`src/logic/audio_macros.svh`:
```
/*
 * Audio block build-time constants
 * Channel count, VRAM addressing and the mixer/DAC arithmetic widths.
 */

`ifndef AUDIO_MACROS_SVH
`define AUDIO_MACROS_SVH

// number of sample channels, two or more
`define AUDIO_NCHAN 4

// VRAM word address width
`define VRAM_W 10

// DAC input width, unsigned
`define DAC_W 8

// signed mix accumulator width
`define ACC_W 18

// accumulator right shift to get a DAC_W-bit level
`define VOL_SHIFT 6

`endif

```
`src/logic/audio_pkg.sv`:
```
/*
 * Audio package
 * Word, sample and product types plus the FSM state encodings
 * used by the fetcher, the mixer and the VRAM arbiter.
 */

`include "audio_macros.svh"

package audio_pkg;

    typedef logic [15:0] word_t;                // two samples, high byte plays first
    typedef logic [`VRAM_W-1:0] addr_t;         // VRAM word address
    typedef logic signed [7:0] sbyte_t;         // sample or volume operand
    typedef logic signed [15:0] sword_t;        // sample * volume
    typedef logic [`DAC_W-1:0] dac_t;           // unsigned level into a DAC

    // sample word fetcher
    typedef enum logic {
        FETCH_SETUP,                            // pick channel, raise req
        FETCH_WAIT                              // hold req until ack
    } fetch_phase_t;

    // two cycles per channel in the mixer
    typedef enum logic {
        MIX_MULT,
        MIX_ACCUM
    } mix_phase_t;

    // VRAM arbiter
    typedef enum logic [1:0] {
        GRANT_IDLE,
        GRANT_HOST,
        GRANT_AUDIO
    } grant_t;

endpackage

```
`src/logic/audio_dac.sv`:
```
/*
 * PDM audio DAC
 * First-order sigma-delta, the accumulator carry is the output pulse.
 */

module audio_dac
    import audio_pkg::*;
(
    input  logic    clk,
    input  logic    reset_i,
    input  dac_t    value_i,
    output logic    pulse_o
);

    dac_t acc;

    always_ff @(posedge clk) begin
        if (reset_i) begin
            acc     <= '0;
            pulse_o <= 1'b0;
        end else begin
            {pulse_o, acc} <= {1'b0, acc} + {1'b0, value_i};   // v carries per 256 clocks
        end
    end

endmodule

```
`config.mk`:
```
export PLATFORM = sky130hd
export DESIGN_NAME = audio_dac
export DESIGN_NICKNAME = d
export VERILOG_FILES = /design/src/logic/audio_pkg.sv /design/src/logic/audio_dac.sv
export VERILOG_INCLUDE_DIRS = /design/src /design/src/logic
export SDC_FILE = /design/constraint.sdc
export NUM_CORES = 1
export LEC_CHECK = 0
export BUFFER_PORTS_ARGS = -buffer_cell sky130_fd_sc_hd__buf_4
export CAP_MARGIN = 20
export CORE_AREA = 2 2 39 41
export DETAILED_ROUTE_END_ITERATION = 8
export DIE_AREA = 0 0 41 43
export HOLD_SLACK_MARGIN = 0.05
export PLACE_DENSITY = 0.65
export REMOVE_ABC_BUFFERS = 1
export SLEW_MARGIN = 40
export SYNTH_ARGS = -nofsm -noshare
export SYNTH_HDL_FRONTEND = slang
export SYNTH_SLANG_ARGS = --single-unit
```
`constraint.sdc`:
```
create_clock -name clk -period 2.41 [get_ports clk]
set_input_delay 0.241 -clock clk [delete_from_list [all_inputs] [get_ports clk]]
set_output_delay 0.241 -clock clk [all_outputs]
set_load 0.1 [all_outputs]
```
==> results.sh <==
export IMPL_wl_um=1070
export IMPL_io_buffers=10
export IMPL_finalHoldViolCount=0
export IMPL_htreeDepth=1
export IMPL_fin_tns_setup_ns=0
export IMPL_synth_top_cell_area_share_pct=31.0
export IMPL_worstPathMaxFanout=3
export IMPL_vias_per_cell=5.31
export IMPL_cts_buffers=3
export IMPL_cp_cell_sequence="ha_1 > fa_1 > a211oi_2 > o21a_1 > nor2_1 > o31a_1"
export IMPL_grt_ovfl_total=0
export IMPL_dpl_hpwl_um=784
export IMPL_rsz0062_at_grt="no"
export IMPL_yosys_most_used_dff="dfxtp_1"
export IMPL_min_period_ns=1.85
export IMPL_synth_sequential_area_ratio_pct=31.0
export IMPL_register_area_um2=180
export IMPL_grt_antenna_before_repair=0
export IMPL_synth_enable_flop_cells=0
export IMPL_worstHoldPathType="input port to flip-flop"
export IMPL_vias=478
export IMPL_cts_hold_buf=0
export IMPL_p_seq_share_pct=31.2
export IMPL_start_util_pct=42.0
export IMPL_dieArea_mm2=0.00176
export IMPL_dieWidth_um=41
export IMPL_netlist_instances=61
export IMPL_final_common_cell="nor2_1"
export IMPL_fmax_ghz=0.541
export IMPL_cts_tree="yes"
export IMPL_ios=11
export IMPL_synth_area_leader_cell="dfxtp_1"
export IMPL_yosysWarnings=0
export IMPL_synth_avg_cell_area_um2=9.52
export IMPL_drc_errors=0
export IMPL_max_stage_delay_ns=0.45
export IMPL_grt_pass1_wl_um=1950
export IMPL_drtIter0Drc=8
export IMPL_syn_area_um2=581
export IMPL_p_sw_share_pct=38.2
export IMPL_power_frac_comb_pct=50.1
export IMPL_setup_viol=0
export IMPL_drive_gt1_share_pct=25.7
export IMPL_start_kind="flip-flop"
export IMPL_power_total_w=0.000658
export IMPL_chipHeight_um=43
export IMPL_clkLatencyLatePin_ns=0.27
export IMPL_async_reset_ff_share_pct=0
export IMPL_yosysUniqueCellTypes=26
export IMPL_critPathSlowestCell="fa_1"
export IMPL_detail_route_wl_per_cell_um=11.9
export IMPL_grt_pass1_vias=484
export IMPL_required_ns=2.57
export IMPL_post_cts_setup_buffers=0
export IMPL_p_switching_w=0.000251
export IMPL_crit_type="flip-flop to flip-flop"
export IMPL_relSlewSlack_pct=79.2
export IMPL_drv_cap=0
export IMPL_syn_to_final_growth_pct=20.3
export IMPL_fin_nets=94
export IMPL_fillCellCount=135
export IMPL_status="complete, no violations"
export IMPL_cts_resized=0
export IMPL_place_congestion=0.811
export IMPL_fin_crit_sh_pct=76.7
export IMPL_finalClockSkew_ns=0.00293
export IMPL_coreArea_mm2=0.00138
export IMPL_cts_max_path_buffers=2
export IMPL_num_rows=14
export IMPL_power_internal_w=0.000407
export IMPL_p_leak_nw=0.326
export IMPL_ys_top_cells_by_area="dfxtp_1 (31%), ha_1 (17%), nor2_1 (7.8%)"
export IMPL_vdd_drop_max_uv=438
export IMPL_powerDensity_mw_per_mm2=942
export IMPL_dr_pass1_iters=4
export IMPL_finalMaxSlewViolations=0
export IMPL_power_frac_clock_pct=18.7
export IMPL_grt_max_degree=11
export IMPL_synth_seq_cells=9
export IMPL_crit_arrival_ns=2.01
export IMPL_layout_common_cells="nor2_1 (12), buf_4 (10), dfxtp_1 (9), ha_1 (8), o21ai_0 (5)"
export IMPL_multiInputGateArea_um2=393
export IMPL_ant_nets=0
export IMPL_clock_sinks=9
export IMPL_tightest_slew_ns=0.308
export IMPL_diodes=0
export IMPL_fin_util_pct=50.5
export IMPL_cts_root_buffer="clkbuf_4"
export IMPL_clkTransAtPathRegs_ns=0.06
export IMPL_worstSetupEndpointType="flip-flop"
export IMPL_grtUsageTotal_pct=17.0
sequential cells by signal (all words and copies together) (netlist names):
signal   flops
acc          8
pulse_o      1
critical path, delay by kind of cell, from the launching register on:
kind | cells | cell delay, ns
and+or+nand+nor | 1 | 0.05
adders and majority gates | 2 | 0.67
AOI/OAI and AO/OA | 3 | 0.71
DFF | 1 | 0.31
cell families after synthesis:
group           share of synthesized area [%]
simple gates                             15.7
fa+ha+maj                                20.7
flops                                    31.0
xor+xnor                                 1.51
mux                                      2.59
compound gates                           27.2
buf+inv                                  1.29
synthesized netlist by cell type (2+ instances only):
master    count
ha_1          8
dfxtp_1       9
o21ai_0       5
nor2b_1       3
a211oi_2      2
nor2_1       12
a211oi_1      3
stage by stage:
stage / instances / hold slack (ns) / worst slack, ns / cell area (um^2)
after floorplan: 60 / 0.313 / 0.689 / 577
final: 90 / 0.212 / 0.561 / 698
after detailed placement: 86 / 0.498 / 0.532 / 672
after global routing: 90 / 0.220 / 0.450 / 698
after CTS: 90 / 0.211 / 0.564 / 698
after global placement: 86 / 0.498 / 0.548 / 672
power by group through the flow:
stage	combinational [W]	clock (W)	sequential [W]
finish	0.000330	0.000123	0.000206
global route	0.000371	0.000131	0.000211
CTS	0.000331	0.000125	0.000206
detailed placement	0.000327	0	0.000210
global placement	0.000324	0	0.000209
floorplan	0.000236	0	0.000237
layer usage:
| metal | global-route usage (%) | share of wire [%] |
|---|---|---|
| met1 | 22.7 | 50 |
| met2 | 21.6 | 41 |
| met3 | 4.71 | 5.7 |
| met4 | 14.0 | 3.9 |
| met5 | 0 | 0 |
cell type report:
| class | count | share of cell area (%) |
|---|---|---|
| Tap cell | 16 | 2.87 |
| Sequential cell | 9 | 25.8 |
| Multi-Input combinational cell | 50 | 56.3 |
| Clock buffer | 4 | 3.76 |
| Inverter | 1 | 0.538 |
| Timing Repair Buffer | 10 | 10.8 |
worst paths after layout:
| kind | start | to | slack, ns | cells past startpoint |
|---|---|---|---|---|
| max | acc[0]$_SDFF_PP0_ | pulse_o$_SDFF_PP0_ | 0.56 | 6 |
| min | reset_i | acc[0]$_SDFF_PP0_ | 0.21 | 2 |
| max reg2reg | acc[0]$_SDFF_PP0_ | pulse_o$_SDFF_PP0_ | 0.56 | 6 |
| min reg2reg | acc[0]$_SDFF_PP0_ | acc[0]$_SDFF_PP0_ | 0.59 | 2 |
No activity file was read; power rests on OpenSTA's default activity.
