$ cat config.mk
export PLATFORM = sky130hd
export DESIGN_NAME = vram_arbiter
export DESIGN_NICKNAME = d
export VERILOG_FILES = /design/src/logic/audio_pkg.sv /design/src/logic/vram_arbiter.sv
export VERILOG_INCLUDE_DIRS = /design/src /design/src/logic
export SDC_FILE = /design/constraint.sdc
export NUM_CORES = 1
export LEC_CHECK = 0
export BUFFER_PORTS_ARGS = -buffer_cell sky130_fd_sc_hd__buf_2
export CORE_MARGIN = 2
export CORE_UTILIZATION = 38
export CTS_CLUSTER_SIZE = 12
export DETAILED_ROUTE_END_ITERATION = 8
export HOLD_SLACK_MARGIN = 0.1
export PLACE_DENSITY = 0.9
export SYNTH_ARGS = -nofsm -noshare
export SYNTH_HDL_FRONTEND = slang
export SYNTH_SLANG_ARGS = --single-unit
$ cat constraint.sdc
create_clock -name clk -period 3.9 [get_ports clk]
set_clock_uncertainty 0.1 [all_clocks]
set_input_delay 1.17 -clock clk [delete_from_list [all_inputs] [get_ports clk]]
set_output_delay 1.17 -clock clk [all_outputs]
set_load 0.01 [all_outputs]
$ cat src/logic/audio_macros.svh
/*
 * Audio block build-time constants
 * Channel count, VRAM addressing and the mixer/DAC arithmetic widths.
 */

`ifndef AUDIO_MACROS_SVH
`define AUDIO_MACROS_SVH

// number of sample channels, two or more
`define AUDIO_NCHAN 4

// VRAM word address width
`define VRAM_W 10

// DAC input width, unsigned
`define DAC_W 8

// signed mix accumulator width
`define ACC_W 18

// accumulator right shift to get a DAC_W-bit level
`define VOL_SHIFT 6

`endif

$ cat src/logic/audio_pkg.sv
/*
 * Audio package
 * Word, sample and product types plus the FSM state encodings
 * used by the fetcher, the mixer and the VRAM arbiter.
 */

`include "audio_macros.svh"

package audio_pkg;

    typedef logic [15:0] word_t;                // two samples, high byte plays first
    typedef logic [`VRAM_W-1:0] addr_t;         // VRAM word address
    typedef logic signed [7:0] sbyte_t;         // sample or volume operand
    typedef logic signed [15:0] sword_t;        // sample * volume
    typedef logic [`DAC_W-1:0] dac_t;           // unsigned level into a DAC

    // sample word fetcher
    typedef enum logic {
        FETCH_SETUP,                            // pick channel, raise req
        FETCH_WAIT                              // hold req until ack
    } fetch_phase_t;

    // two cycles per channel in the mixer
    typedef enum logic {
        MIX_MULT,
        MIX_ACCUM
    } mix_phase_t;

    // VRAM arbiter
    typedef enum logic [1:0] {
        GRANT_IDLE,
        GRANT_HOST,
        GRANT_AUDIO
    } grant_t;

endpackage

$ cat src/logic/vram_arbiter.sv
/*
 * VRAM arbiter
 * Round-robin sharing of the sample memory between the host port
 * and the audio fetcher, using a hold-req-until-ack handshake.
 */

module vram_arbiter
    import audio_pkg::*;
(
    input  logic    clk,
    input  logic    reset_i,

    input  logic    host_req_i,
    input  logic    host_we_i,
    input  addr_t   host_addr_i,
    input  word_t   host_wdata_i,
    output logic    host_ack_o,
    output word_t   host_rdata_o,

    input  logic    aud_req_i,
    input  addr_t   aud_addr_i,
    output logic    aud_ack_o,
    output word_t   aud_rdata_o,

    output logic    mem_en_o,
    output logic    mem_we_o,
    output addr_t   mem_addr_o,
    output word_t   mem_wdata_o,
    input  word_t   mem_rdata_i
);

    grant_t state;
    logic   last_aud;           // audio got the previous grant
    logic   host_pend;
    logic   aud_pend;
    logic   pick_host;

    // a peer seeing its ack still holds req this cycle, so mask it
    assign host_pend = host_req_i && !host_ack_o;
    assign aud_pend  = aud_req_i && !aud_ack_o;
    assign pick_host = host_pend && (!aud_pend || last_aud);

    // memory data is shared, only the ack says whose it is
    assign host_rdata_o = mem_rdata_i;
    assign aud_rdata_o  = mem_rdata_i;

    always_ff @(posedge clk) begin
        if (reset_i) begin
            state      <= GRANT_IDLE;
            last_aud   <= 1'b0;
            host_ack_o <= 1'b0;
            aud_ack_o  <= 1'b0;
            mem_en_o   <= 1'b0;
            mem_we_o   <= 1'b0;
        end else begin
            mem_en_o   <= 1'b0;
            mem_we_o   <= 1'b0;
            host_ack_o <= 1'b0;
            aud_ack_o  <= 1'b0;

            case (state)
                GRANT_IDLE: begin
                    if (pick_host) begin
                        mem_en_o    <= 1'b1;
                        mem_we_o    <= host_we_i;
                        mem_addr_o  <= host_addr_i;
                        mem_wdata_o <= host_wdata_i;
                        last_aud    <= 1'b0;
                        state       <= GRANT_HOST;
                    end else if (aud_pend) begin
                        mem_en_o    <= 1'b1;
                        mem_addr_o  <= aud_addr_i;
                        last_aud    <= 1'b1;
                        state       <= GRANT_AUDIO;
                    end
                end
                GRANT_HOST: begin       // memory access cycle, ack lands with rdata
                    host_ack_o <= 1'b1;
                    state      <= GRANT_IDLE;
                end
                GRANT_AUDIO: begin
                    aud_ack_o <= 1'b1;
                    state     <= GRANT_IDLE;
                end
                default: state <= GRANT_IDLE;
            endcase
        end
    end

endmodule
==> results_dict.tcl <==
set metrics [dict create \
    worstRegToRegCells 3 \
    hold_violations 0 \
    hpwl_mm 2.27 \
    fp.coreArea_um2 3660 \
    clockRootBuffer "clkbuf_8" \
    yosys_register_bits 33 \
    required_ns 2.63 \
    syn-mean-instance-area_um2 15.3 \
    fp-row-count 22 \
    critPathKind "in -> out" \
    synth_top_area_share_pct 53.7 \
    drive_gt1_share_pct 65.2 \
    wirelength_mm 2.77 \
    netlist_area_um2 1460 \
    viasPerCell 4.50 \
    synthCells 95 \
    crit_path_start_kind "primary input" \
    die_x_um 65.9 \
    place_ws_ns 1.38 \
    whs_path_depth 1 \
    synth_common_cells "32 x buf_4, 26 x edfxtp_1, 10 x mux2_4" \
    run_status "complete, no violations" \
    antenna_found_initial 0 \
    path_clk_slew_ns 0.06 \
    max_freq_mhz 410 \
    cts_tree "yes" \
    grt_util_all_layers_pct 13.1 \
    dr.pass1.iters 3 \
    synthDistinctLibCells 18 \
    maxSlewViolCount 0 \
    ant_nets 0 \
    place.gp.congestion 0.734 \
    vdd_drop_max_uv 102 \
    ios 119 \
    hold_class "reg -> reg" \
    synth_top_area_cell "edfxtp_1" \
    die_h_um 65.9 \
    area.growth.synth_to_final_pct 18.1 \
    setup_viol 0 \
    synthArstFlopShare_pct 0 \
    dr.first_iter.drc_count 80 \
    crit_cells 0 \
    r2r_start "host_ack_o" \
    synth_top_flop_cell "edfxtp_1" \
    cp.arrival_ns 1.17 \
    synth.most_common_cell "buf_4" \
    crit-reg2reg-capture "mem_addr_o[5]" \
    maxCapViolCount 0 \
    rsz0062_at_grt "no" \
    p_leak_uw 0.000757 \
    seq_area_frac_synth_pct 63.3 \
    wire_per_inst_um 14.7 \
    synth_area_leaders "edfxtp_1 54%, buf_4 17%, mux2_4 10%" \
    initial_utilization_pct 39.7 \
    worst_slew_pin_slew_ns 0.424 \
    grt_pass1_wl_mm 3.97 \
    gr-total-overflow 0 \
    fillerInstances 328 \
    port_buffers 70 \
    cts_setup_buffers 0 \
    end_kind "primary output" \
    diodes 0 \
    finalWorstSetupSlack_ns 1.46 \
    clk_latency_ns 0.27 \
    synth-edff-count 26 \
    finalSetupTns_ns 0 \
    reg2reg_slack_ns 2.26 \
    power.density_nw_per_um2 433 \
    cts_buffers 5 \
    post-route-period-util_pct 62.6 \
    ctsResizeCount 0 \
    holdPathEnd "aud_ack_o" \
    syn_nets 152 \
    grt_pass1_vias 815 \
    cp_max_fo 2 \
    clockBufferDepth 2 \
    worstHoldStart "state[0]" \
    nNetsFinal 197 \
    num_vias 850 \
    drcViolationCount 0 \
    final.min_clock_period_ns 2.44 \
    clock-sinks 33 \
    hold_buffers 0 \
    grt_start_max_net_pins 17 \
    yosys_warnings 0 \
    slew_headroom_pct 71.7 \
    die-area_um2 4340 \
    h-tree-depth 2 \
]
-- final cells by class --
| cell class | count | area, µm² | area share (%) |
|---|---|---|---|
| clock inverters | 2 | 10.0 | 0.583 |
| clock buffers | 6 | 72.6 | 4.22 |
| flip-flops and latches | 33 | 921 | 53.6 |
| repair buffers | 72 | 365 | 21.3 |
| well taps | 48 | 60.1 | 3.50 |
| inverters | 1 | 3.75 | 0.218 |
| multi-input cells | 27 | 285 | 16.6 |
-- worst max-delay path by stage --
| stage | from | end | slack (ns) |
|---|---|---|---|
| global route | mem_rdata_i[8] | host_rdata_o[8] | 1.46 |
| finish | mem_rdata_i[8] | host_rdata_o[8] | 1.46 |
| floorplan | reset_i | mem_wdata_o[0] | 0.64 |
| global placement | host_req_i | mem_addr_o[5] | 1.41 |
| detailed placement | host_req_i | mem_addr_o[5] | 1.38 |
| CTS | mem_rdata_i[11] | aud_rdata_o[11] | 1.46 |
-- kinds of logic after synthesis --
family	after synthesis	share of synthesized area (%)
compound gates	5	2.15
buf+inv	35	17.5
flops	33	63.3
mux	10	10.3
simple gates	12	6.79
-- worst reg2reg max path: stages, from the launching register on --
cell,delay (ns)
dfxtp_1,0.32
nand2b_1,0.32
nor2_8,0.32
mux2_4,0.34
-- placed cells by master, fill, tap and decap left out, drive strengths merged --
master / n
a21oi: 3
inv: 1
mux2: 10
nor4b: 1
nand2: 1
nor3b: 3
nor3: 2
nand2b: 2
dfxtp: 7
o31ai: 1
or3: 1
edfxtp: 26
a311oi: 1
clkinv: 2
buf: 72
nor2: 2
clkbuf: 6
-- where the power goes --
group | total (µW) | switching (µW) | internal (µW)
registers | 412 | 7.39 | 405
logic | 97.1 | 46.6 | 50.5
clock network | 234 | 111 | 123
total | 744 | 165 | 578
-- metal layers --
metal	global-route usage, %	wire, µm	share of wire [%]
met1	13.0	953	34
met2	19.4	1210	44
met3	5.45	424	15
met4	14.3	187	6.7
met5	0	0	0
-- sequential cells by signal, indices dropped and copies added, names as in the netlist --
signal / flops
aud_ack_o: 1
last_aud: 1
mem_en_o: 1
mem_we_o: 1
mem_addr_o: 10
state: 2
mem_wdata_o: 16
host_ack_o: 1
-- per-stage QoR --
stage	cells	power, µW	area (µm²)	util (%)	hold WS, ns
floorplan	95	506	1460	-	0.346
global placement	181	514	1640	44.7	0.372
detailed placement	181	519	1640	44.7	0.375
CTS	189	753	1720	46.9	0.386
global route	189	784	1720	46.9	0.436
finish	189	744	1720	46.9	0.389
(Power assumes the default switching activity.)
