[config.mk]
export PLATFORM = sky130hd
export DESIGN_NAME = audio_mixer
export DESIGN_NICKNAME = d
export VERILOG_FILES = /design/src/logic/audio_pkg.sv /design/src/logic/audio_mixer.sv
export VERILOG_INCLUDE_DIRS = /design/src /design/src/logic
export SDC_FILE = /design/constraint.sdc
export NUM_CORES = 1
export LEC_CHECK = 0
export ABC_AREA = 1
export BUFFER_PORTS_ARGS = -buffer_cell sky130_fd_sc_hd__buf_2
export CAP_MARGIN = 5
export CORE_ASPECT_RATIO = 0.7
export CORE_UTILIZATION = 55
export CTS_CLUSTER_DIAMETER = 60
export DETAILED_ROUTE_END_ITERATION = 8
export PLACE_DENSITY = 0.86
export SYNTH_ARGS = -nofsm -noshare
export SYNTH_HDL_FRONTEND = slang
export SYNTH_SLANG_ARGS = --single-unit
export TNS_END_PERCENT = 10
[constraint.sdc]
create_clock -name clk -period 4.4 [get_ports clk]
set_input_delay 0 -clock clk [delete_from_list [all_inputs] [get_ports clk]]
set_output_delay 0 -clock clk [all_outputs]
set_load 0.01 [all_outputs]
[src/logic/audio_macros.svh]
/*
 * Audio block build-time constants
 * Channel count, VRAM addressing and the mixer/DAC arithmetic widths.
 */

`ifndef AUDIO_MACROS_SVH
`define AUDIO_MACROS_SVH

// number of sample channels, two or more
`define AUDIO_NCHAN 4

// VRAM word address width
`define VRAM_W 10

// DAC input width, unsigned
`define DAC_W 8

// signed mix accumulator width
`define ACC_W 18

// accumulator right shift to get a DAC_W-bit level
`define VOL_SHIFT 6

`endif

[src/logic/audio_pkg.sv]
/*
 * Audio package
 * Word, sample and product types plus the FSM state encodings
 * used by the fetcher, the mixer and the VRAM arbiter.
 */

`include "audio_macros.svh"

package audio_pkg;

    typedef logic [15:0] word_t;                // two samples, high byte plays first
    typedef logic [`VRAM_W-1:0] addr_t;         // VRAM word address
    typedef logic signed [7:0] sbyte_t;         // sample or volume operand
    typedef logic signed [15:0] sword_t;        // sample * volume
    typedef logic [`DAC_W-1:0] dac_t;           // unsigned level into a DAC

    // sample word fetcher
    typedef enum logic {
        FETCH_SETUP,                            // pick channel, raise req
        FETCH_WAIT                              // hold req until ack
    } fetch_phase_t;

    // two cycles per channel in the mixer
    typedef enum logic {
        MIX_MULT,
        MIX_ACCUM
    } mix_phase_t;

    // VRAM arbiter
    typedef enum logic [1:0] {
        GRANT_IDLE,
        GRANT_HOST,
        GRANT_AUDIO
    } grant_t;

endpackage

[src/logic/audio_mixer.sv]
/*
 * Audio channel mixer
 * Per-channel sample timing and VRAM word fetch, then a time-shared
 * volume multiply-accumulate that yields one clamped level pair per frame.
 */

`include "audio_macros.svh"

module audio_mixer
    import audio_pkg::*;
(
    input  logic                                clk,
    input  logic                                reset_i,

    input  logic [`AUDIO_NCHAN-1:0]             enable_nchan_i,
    input  logic [7*`AUDIO_NCHAN-1:0]           vol_l_nchan_i,
    input  logic [7*`AUDIO_NCHAN-1:0]           vol_r_nchan_i,
    input  logic [15*`AUDIO_NCHAN-1:0]          period_nchan_i,
    input  logic [`VRAM_W*`AUDIO_NCHAN-1:0]     start_nchan_i,
    input  logic [15*`AUDIO_NCHAN-1:0]          len_nchan_i,
    input  logic [`AUDIO_NCHAN-1:0]             restart_nchan_i,
    output logic [`AUDIO_NCHAN-1:0]             reload_nchan_o,

    output logic                                fetch_req_o,
    input  logic                                fetch_ack_i,
    output addr_t                               fetch_addr_o,
    input  word_t                               fetch_word_i,

    output dac_t                                mix_l_o,
    output dac_t                                mix_r_o
);

    localparam int CHAN_W = $clog2(`AUDIO_NCHAN);
    localparam int ACC_HI = (2 ** (`DAC_W - 1) - 1) * (2 ** `VOL_SHIFT);
    localparam int ACC_LO = -(2 ** (`DAC_W - 1)) * (2 ** `VOL_SHIFT);

    logic [15:0]                period_cnt [`AUDIO_NCHAN];  // bit 15 set means sample due
    logic [15:0]                length_cnt [`AUDIO_NCHAN];  // words left, bit 15 forces reload
    addr_t                      chan_addr  [`AUDIO_NCHAN];
    word_t                      chan_buf   [`AUDIO_NCHAN];
    sbyte_t                     chan_val   [`AUDIO_NCHAN];  // byte currently playing
    logic [`AUDIO_NCHAN-1:0]    buf_valid;
    logic [`AUDIO_NCHAN-1:0]    chan_2nd;                   // next byte is the low one

    fetch_phase_t               fetch_phase;
    logic [CHAN_W-1:0]          fetch_chan;
    mix_phase_t                 mix_phase;
    logic [CHAN_W-1:0]          mix_chan;

    sbyte_t                     mix_val;
    sbyte_t                     vol_l;
    sbyte_t                     vol_r;
    sword_t                     prod_l;
    sword_t                     prod_r;
    logic signed [`ACC_W-1:0]   acc_l;
    logic signed [`ACC_W-1:0]   acc_r;

    function automatic logic [CHAN_W-1:0] next_chan(input logic [CHAN_W-1:0] ch);
        return (ch == CHAN_W'(`AUDIO_NCHAN - 1)) ? '0 : ch + 1'b1;
    endfunction

    // clamp, scale down, flip sign bit for an unsigned DAC level
    function automatic dac_t to_dac(input logic signed [`ACC_W-1:0] acc);
        logic signed [`ACC_W-1:0] lim;
        if (acc < ACC_LO) begin
            lim = `ACC_W'(ACC_LO);
        end else if (acc > ACC_HI) begin
            lim = `ACC_W'(ACC_HI);
        end else begin
            lim = acc;
        end
        lim = lim >>> `VOL_SHIFT;
        return {~lim[`DAC_W-1], lim[`DAC_W-2:0]};
    endfunction

    always_ff @(posedge clk) begin
        if (reset_i) begin
            fetch_req_o    <= 1'b0;
            fetch_phase    <= FETCH_SETUP;
            fetch_chan     <= '0;
            buf_valid      <= '0;
            chan_2nd       <= '0;
            reload_nchan_o <= '0;
            for (int i = 0; i < `AUDIO_NCHAN; i++) begin
                period_cnt[i] <= 16'h8000;
                length_cnt[i] <= 16'h8000;
                chan_val[i]   <= '0;
            end
        end else begin
            case (fetch_phase)
                FETCH_SETUP: begin
                    if (enable_nchan_i[fetch_chan] && !buf_valid[fetch_chan]) begin
                        fetch_req_o  <= 1'b1;
                        fetch_addr_o <= chan_addr[fetch_chan];
                        fetch_phase  <= FETCH_WAIT;
                    end else begin
                        fetch_chan <= next_chan(fetch_chan);    // nothing to do, move on
                    end
                end
                FETCH_WAIT: begin
                    if (fetch_ack_i) begin
                        fetch_req_o           <= 1'b0;
                        chan_buf[fetch_chan]  <= fetch_word_i;
                        buf_valid[fetch_chan] <= 1'b1;
                        fetch_chan            <= next_chan(fetch_chan);
                        fetch_phase           <= FETCH_SETUP;
                    end
                end
                default: fetch_phase <= FETCH_SETUP;
            endcase

            // channel loop comes after the fetch so a same-cycle clear of buf_valid wins
            for (int i = 0; i < `AUDIO_NCHAN; i++) begin
                reload_nchan_o[i] <= 1'b0;
                period_cnt[i]     <= period_cnt[i] - 1'b1;

                if (enable_nchan_i[i] && period_cnt[i][15]) begin
                    period_cnt[i] <= {1'b0, period_nchan_i[15*i +: 15]} - 16'd1;
                    chan_2nd[i]   <= !chan_2nd[i];
                    if (!chan_2nd[i]) begin
                        chan_val[i] <= buf_valid[i] ? chan_buf[i][15:8] : '0;
                    end else begin
                        // low byte used, word is done
                        chan_val[i]  <= buf_valid[i] ? chan_buf[i][7:0] : '0;
                        buf_valid[i] <= 1'b0;
                        if (length_cnt[i][15] || length_cnt[i][14:0] == '0) begin
                            chan_addr[i]      <= start_nchan_i[`VRAM_W*i +: `VRAM_W];
                            length_cnt[i]     <= {1'b0, len_nchan_i[15*i +: 15]};
                            reload_nchan_o[i] <= 1'b1;
                        end else begin
                            chan_addr[i]  <= chan_addr[i] + 1'b1;
                            length_cnt[i] <= length_cnt[i] - 1'b1;
                        end
                    end
                end

                // next enabled cycle becomes a word end with reload
                if (restart_nchan_i[i] || !enable_nchan_i[i]) begin
                    period_cnt[i][15] <= 1'b1;
                    length_cnt[i][15] <= 1'b1;
                    chan_2nd[i]       <= 1'b1;
                end
            end
        end
    end

    always_comb begin
        prod_l = mix_val * vol_l;
        prod_r = mix_val * vol_r;
    end

    always_ff @(posedge clk) begin
        if (reset_i) begin
            mix_phase <= MIX_MULT;
            mix_chan  <= '0;
            acc_l     <= '0;
            acc_r     <= '0;
            mix_l_o   <= '0;
            mix_r_o   <= '0;
        end else begin
            case (mix_phase)
                MIX_MULT: begin
                    if (mix_chan == '0) begin   // frame boundary
                        if (|enable_nchan_i) begin
                            mix_l_o <= to_dac(acc_l);
                            mix_r_o <= to_dac(acc_r);
                        end else begin
                            mix_l_o <= '0;      // silent when nothing plays
                            mix_r_o <= '0;
                        end
                        acc_l <= '0;
                        acc_r <= '0;
                    end
                    mix_val   <= enable_nchan_i[mix_chan] ? chan_val[mix_chan] : '0;
                    vol_l     <= {1'b0, vol_l_nchan_i[7*mix_chan +: 7]};
                    vol_r     <= {1'b0, vol_r_nchan_i[7*mix_chan +: 7]};
                    mix_phase <= MIX_ACCUM;
                end
                MIX_ACCUM: begin
                    acc_l     <= acc_l + `ACC_W'(prod_l);
                    acc_r     <= acc_r + `ACC_W'(prod_r);
                    mix_chan  <= next_chan(mix_chan);
                    mix_phase <= MIX_MULT;
                end
                default: mix_phase <= MIX_MULT;
            endcase
        end
    end

endmodule

==> flow_summary.toml <==
[run_status]
outcome = "finished, violations left"
violations = "hold timing, setup timing"

[timing]
fin_crit_ns = 4.51
hold_slack_ns = -0.00147
min_period_over_period = 1.03
setup_viol = 7
rsz0062_at_grt = "yes"
finClkSkew_ns = 0.0242
slew_violations = 0
hold_viol_final = 1
worst_slack_ns = -0.113
fmax_mhz = 222
tightest_slew_ns = 1.21
slew_headroom = 0.192

[setup_path]
worstSetupPathType = "flip-flop to flip-flop"
required_ns = 4.81
worstPathArrival_ns = 4.92
crit_fanout = 7
critPathLaunchType = "flip-flop"
cp-end-kind = "flip-flop"

[run]
cap_violations = 0

[hold_path]
hold_path_class = "primary input to flip-flop"

[clock_network]
cts_tree = "yes"
clk_latency_ns = 0.58
cts_buffer_depth = 3
cts_buffers = 39
clkSinkCount = 367
htreeDepth = 2
path_clk_slew_ns = 0.07
root_buffer = "clkbuf_16"

[detailed_routing]
wirelength_mm = 78.9
first_pass_iters = 8
ant_nets = 0
vias = 24200
routed_via_density = 5.67
drc_errors = 0
post_drt_wl_per_cell_um = 18.5
drt_iter0_drc = 3169

[synthesis]
async_flop_share = 0
synth_top_family_by_area = "simple AND/OR/NAND/NOR gates"
synth_compound_area_frac = 0.103
synthCells = 3058
synth-edff-count = 280
ys_seq_area_frac = 0.403
yosys.area_share.adder = 0.158
synth_xor_area_frac = 0.0323
synth_mux_area_frac = 0
yosys.cell_types.count = 57
ys_seq_elements = 367
syn_area_um2 = 25200
synthSimpleGateAreaFrac = 0.206
yosys_warnings = 0
synth-main-ff-cell = "edfxtp_1"
postSynthAreaPerCell_um2 = 8.24

[grt]
grt_pass1_vias = 23200
grt_overflow = 0
grt_start_max_net_pins = 71
antenna_found_initial = 9
grt_pass1_wl_mm = 120
grt_usage = 0.323

[floorplan]
coreArea_um2 = 45100
io_pins = 274
dieArea_um2 = 46700
rows = 65
die_y_um = 181
initial_core_util = 0.558
die_x_um = 258

[place]
place_hpwl_mm = 49.0
portBuffers = 273
placed_area_um2 = 27700
gp_congestion = 0.967
dp.cells = 3967

[layout]
syn2layout_area_growth_pct = 25.7
fillers = 2965
stdcell_count = 4259
stdcell_area_um2 = 31700
mostFrequentLayoutCells = "nand2_1 (642), inv_1 (510), nor2_1 (297), edfxtp_1 (280), buf_2 (272)"
final_layout_size_suffix_gt1_frac = 0.166
final_nets = 4095
final_common_cell = "nand2_1"

[power]
leakage_nw = 14.8
power_density_nw_per_um2 = 545
ir_drop_mv = 0.515
finalPower_w = 0.0173
==> registers in the layout, indices dropped and copies added, names as in the netlist, 8 cells and up <==
| name | count |
|---|---|
| acc_l | 18 |
| acc_r | 18 |
| chan_addr | 40 |
| chan_buf | 64 |
| chan_val | 32 |
| fetch_addr_o | 10 |
| length_cnt | 64 |
| mix_l_o | 8 |
| mix_r_o | 8 |
| mix_val | 8 |
| period_cnt | 64 |
==> layout make-up <==
class / count / area (um2) / area share
Sequential cell: 367 / 10100 / 0.320
Timing Repair Buffer: 565 / 4090 / 0.129
Tap cell: 603 / 754 / 0.0238
Antenna cell: 8 / 20.0 / 0.000632
Multi-Input combinational cell: 2108 / 13300 / 0.421
Inverter: 536 / 2030 / 0.0641
Clock inverter: 19 / 241 / 0.00762
Clock buffer: 53 / 1050 / 0.0331
==> per-stage QoR <==
| stage | utilization | setup TNS (ns) | setup slack [ns] |
|---|---|---|---|
| finish | 0.702 | -0.318 | -0.113 |
| global route | 0.702 | -2.08 | -0.233 |
| CTS | 0.687 | -0.0727 | -0.0215 |
| detailed placement | 0.614 | -0.428 | -0.111 |
| global placement | 0.614 | -0.0108 | -0.0108 |
| floorplan | - | 0 | 0.0530 |
==> worst max-delay path: stages, from the launching register on <==
cell and delay [ns]:
edfxtp_1 0.42, buf_6 0.16, nand2_4 0.07, clkinvlp_4 0.21, fa_1 0.62, inv_2 0.06, fa_1 0.54, inv_2 0.04
fa_1 0.51, inv_2 0.05, fa_1 0.52, inv_2 0.06, ha_4 0.28, nand2_4 0.10, inv_2 0.04, nand2_2 0.05
nand2_2 0.07, buf_6 0.12, a21oi_2 0.13, nand2_2 0.07, inv_1 0.05, nand2_1 0.06, nand3_2 0.07, a21oi_2 0.06
==> synthesized netlist by cell type, types with 2 or more instances <==
cell / instances / area share
or2_2: 14 / 0.0035
or2_1: 2 / 0.00050
dfxtp_1: 87 / 0.069
buf_2: 6 / 0.0012
o21ai_1: 20 / 0.0040
a31oi_1: 2 / 0.00050
o211ai_1: 3 / 0.00089
nand3_1: 139 / 0.028
nor2_4: 6 / 0.0027
nor3_1: 52 / 0.010
nor2_1: 312 / 0.046
inv_2: 11 / 0.0016
xnor2_1: 27 / 0.0094
o21ai_0: 215 / 0.043
nand3b_1: 4 / 0.0012
xor2_1: 66 / 0.023
inv_1: 521 / 0.078
fa_1: 140 / 0.11
buf_1: 3 / 0.00045
buf_6: 5 / 0.0022
nand2_2: 9 / 0.0022
o22ai_1: 35 / 0.0087
and3_1: 2 / 0.00050
and2_1: 4 / 0.00099
clkbuf_1: 69 / 0.010
nand4_1: 23 / 0.0057
a21oi_1: 169 / 0.034
buf_4: 8 / 0.0024
clkinv_1: 3 / 0.00045
clkbuf_2: 3 / 0.00060
edfxtp_1: 280 / 0.33
nor4_1: 5 / 0.0012
ha_1: 95 / 0.047
nor2_2: 5 / 0.0012
a41oi_1: 2 / 0.00070
nand2_1: 667 / 0.099
o21a_1: 2 / 0.00060
o21ai_2: 19 / 0.0066
o21bai_1: 5 / 0.0015
==> power by group <==
group / total, W / switching (W) / internal [W] / leakage (nW)
Combinational: 0.00943 / 0.00553 / 0.00391 / 10.8
Sequential: 0.00441 / 0.000305 / 0.00411 / 3.46
Clock: 0.00341 / 0.00152 / 0.00189 / 0.620
Total: 0.0173 / 0.00735 / 0.00990 / 14.8
==> layer usage <==
layer	wire, um	global-route usage	vias up
met3	9030	0.0627	385
met2	36400	0.517	1781
li1	-	-	10900
met1	29400	0.427	11100
met4	4080	0.142	2
met5	8	0	-
==> cells by family after synthesis <==
group,count (synthesis)
compound gates,482
xor+xnor,93
fa+ha+maj,235
buf+inv,630
flops,367
other cells,1
simple gates,1250
==> repair_timing <==
| action | in CTS | in global routing |
|---|---|---|
| hold endpoints to repair | 231 | 0 |
| pin swaps | 4 | 44 |
| hold buffers | 194 | 0 |
| setup buffers | 3 | 16 |
| endpoints found under the setup margin | 12 | 20 |
| gates resized for setup | 11 | 127 |
| gates cloned | 0 | 0 |
==> final timing paths <==
kind	slack [ns]	startpoint	endpoint	cells past startpoint
hold reg to reg	0.46	mix_r_o[7]	mix_r_o[7]	2
setup / recovery	-0.11	mix_val[7]	acc_l[17]	23
setup reg to reg	-0.11	mix_val[7]	acc_l[17]	23
hold / removal	-0.001	period_nchan_i[3]	period_cnt[0][3]	6
(Power assumes the default switching activity.)
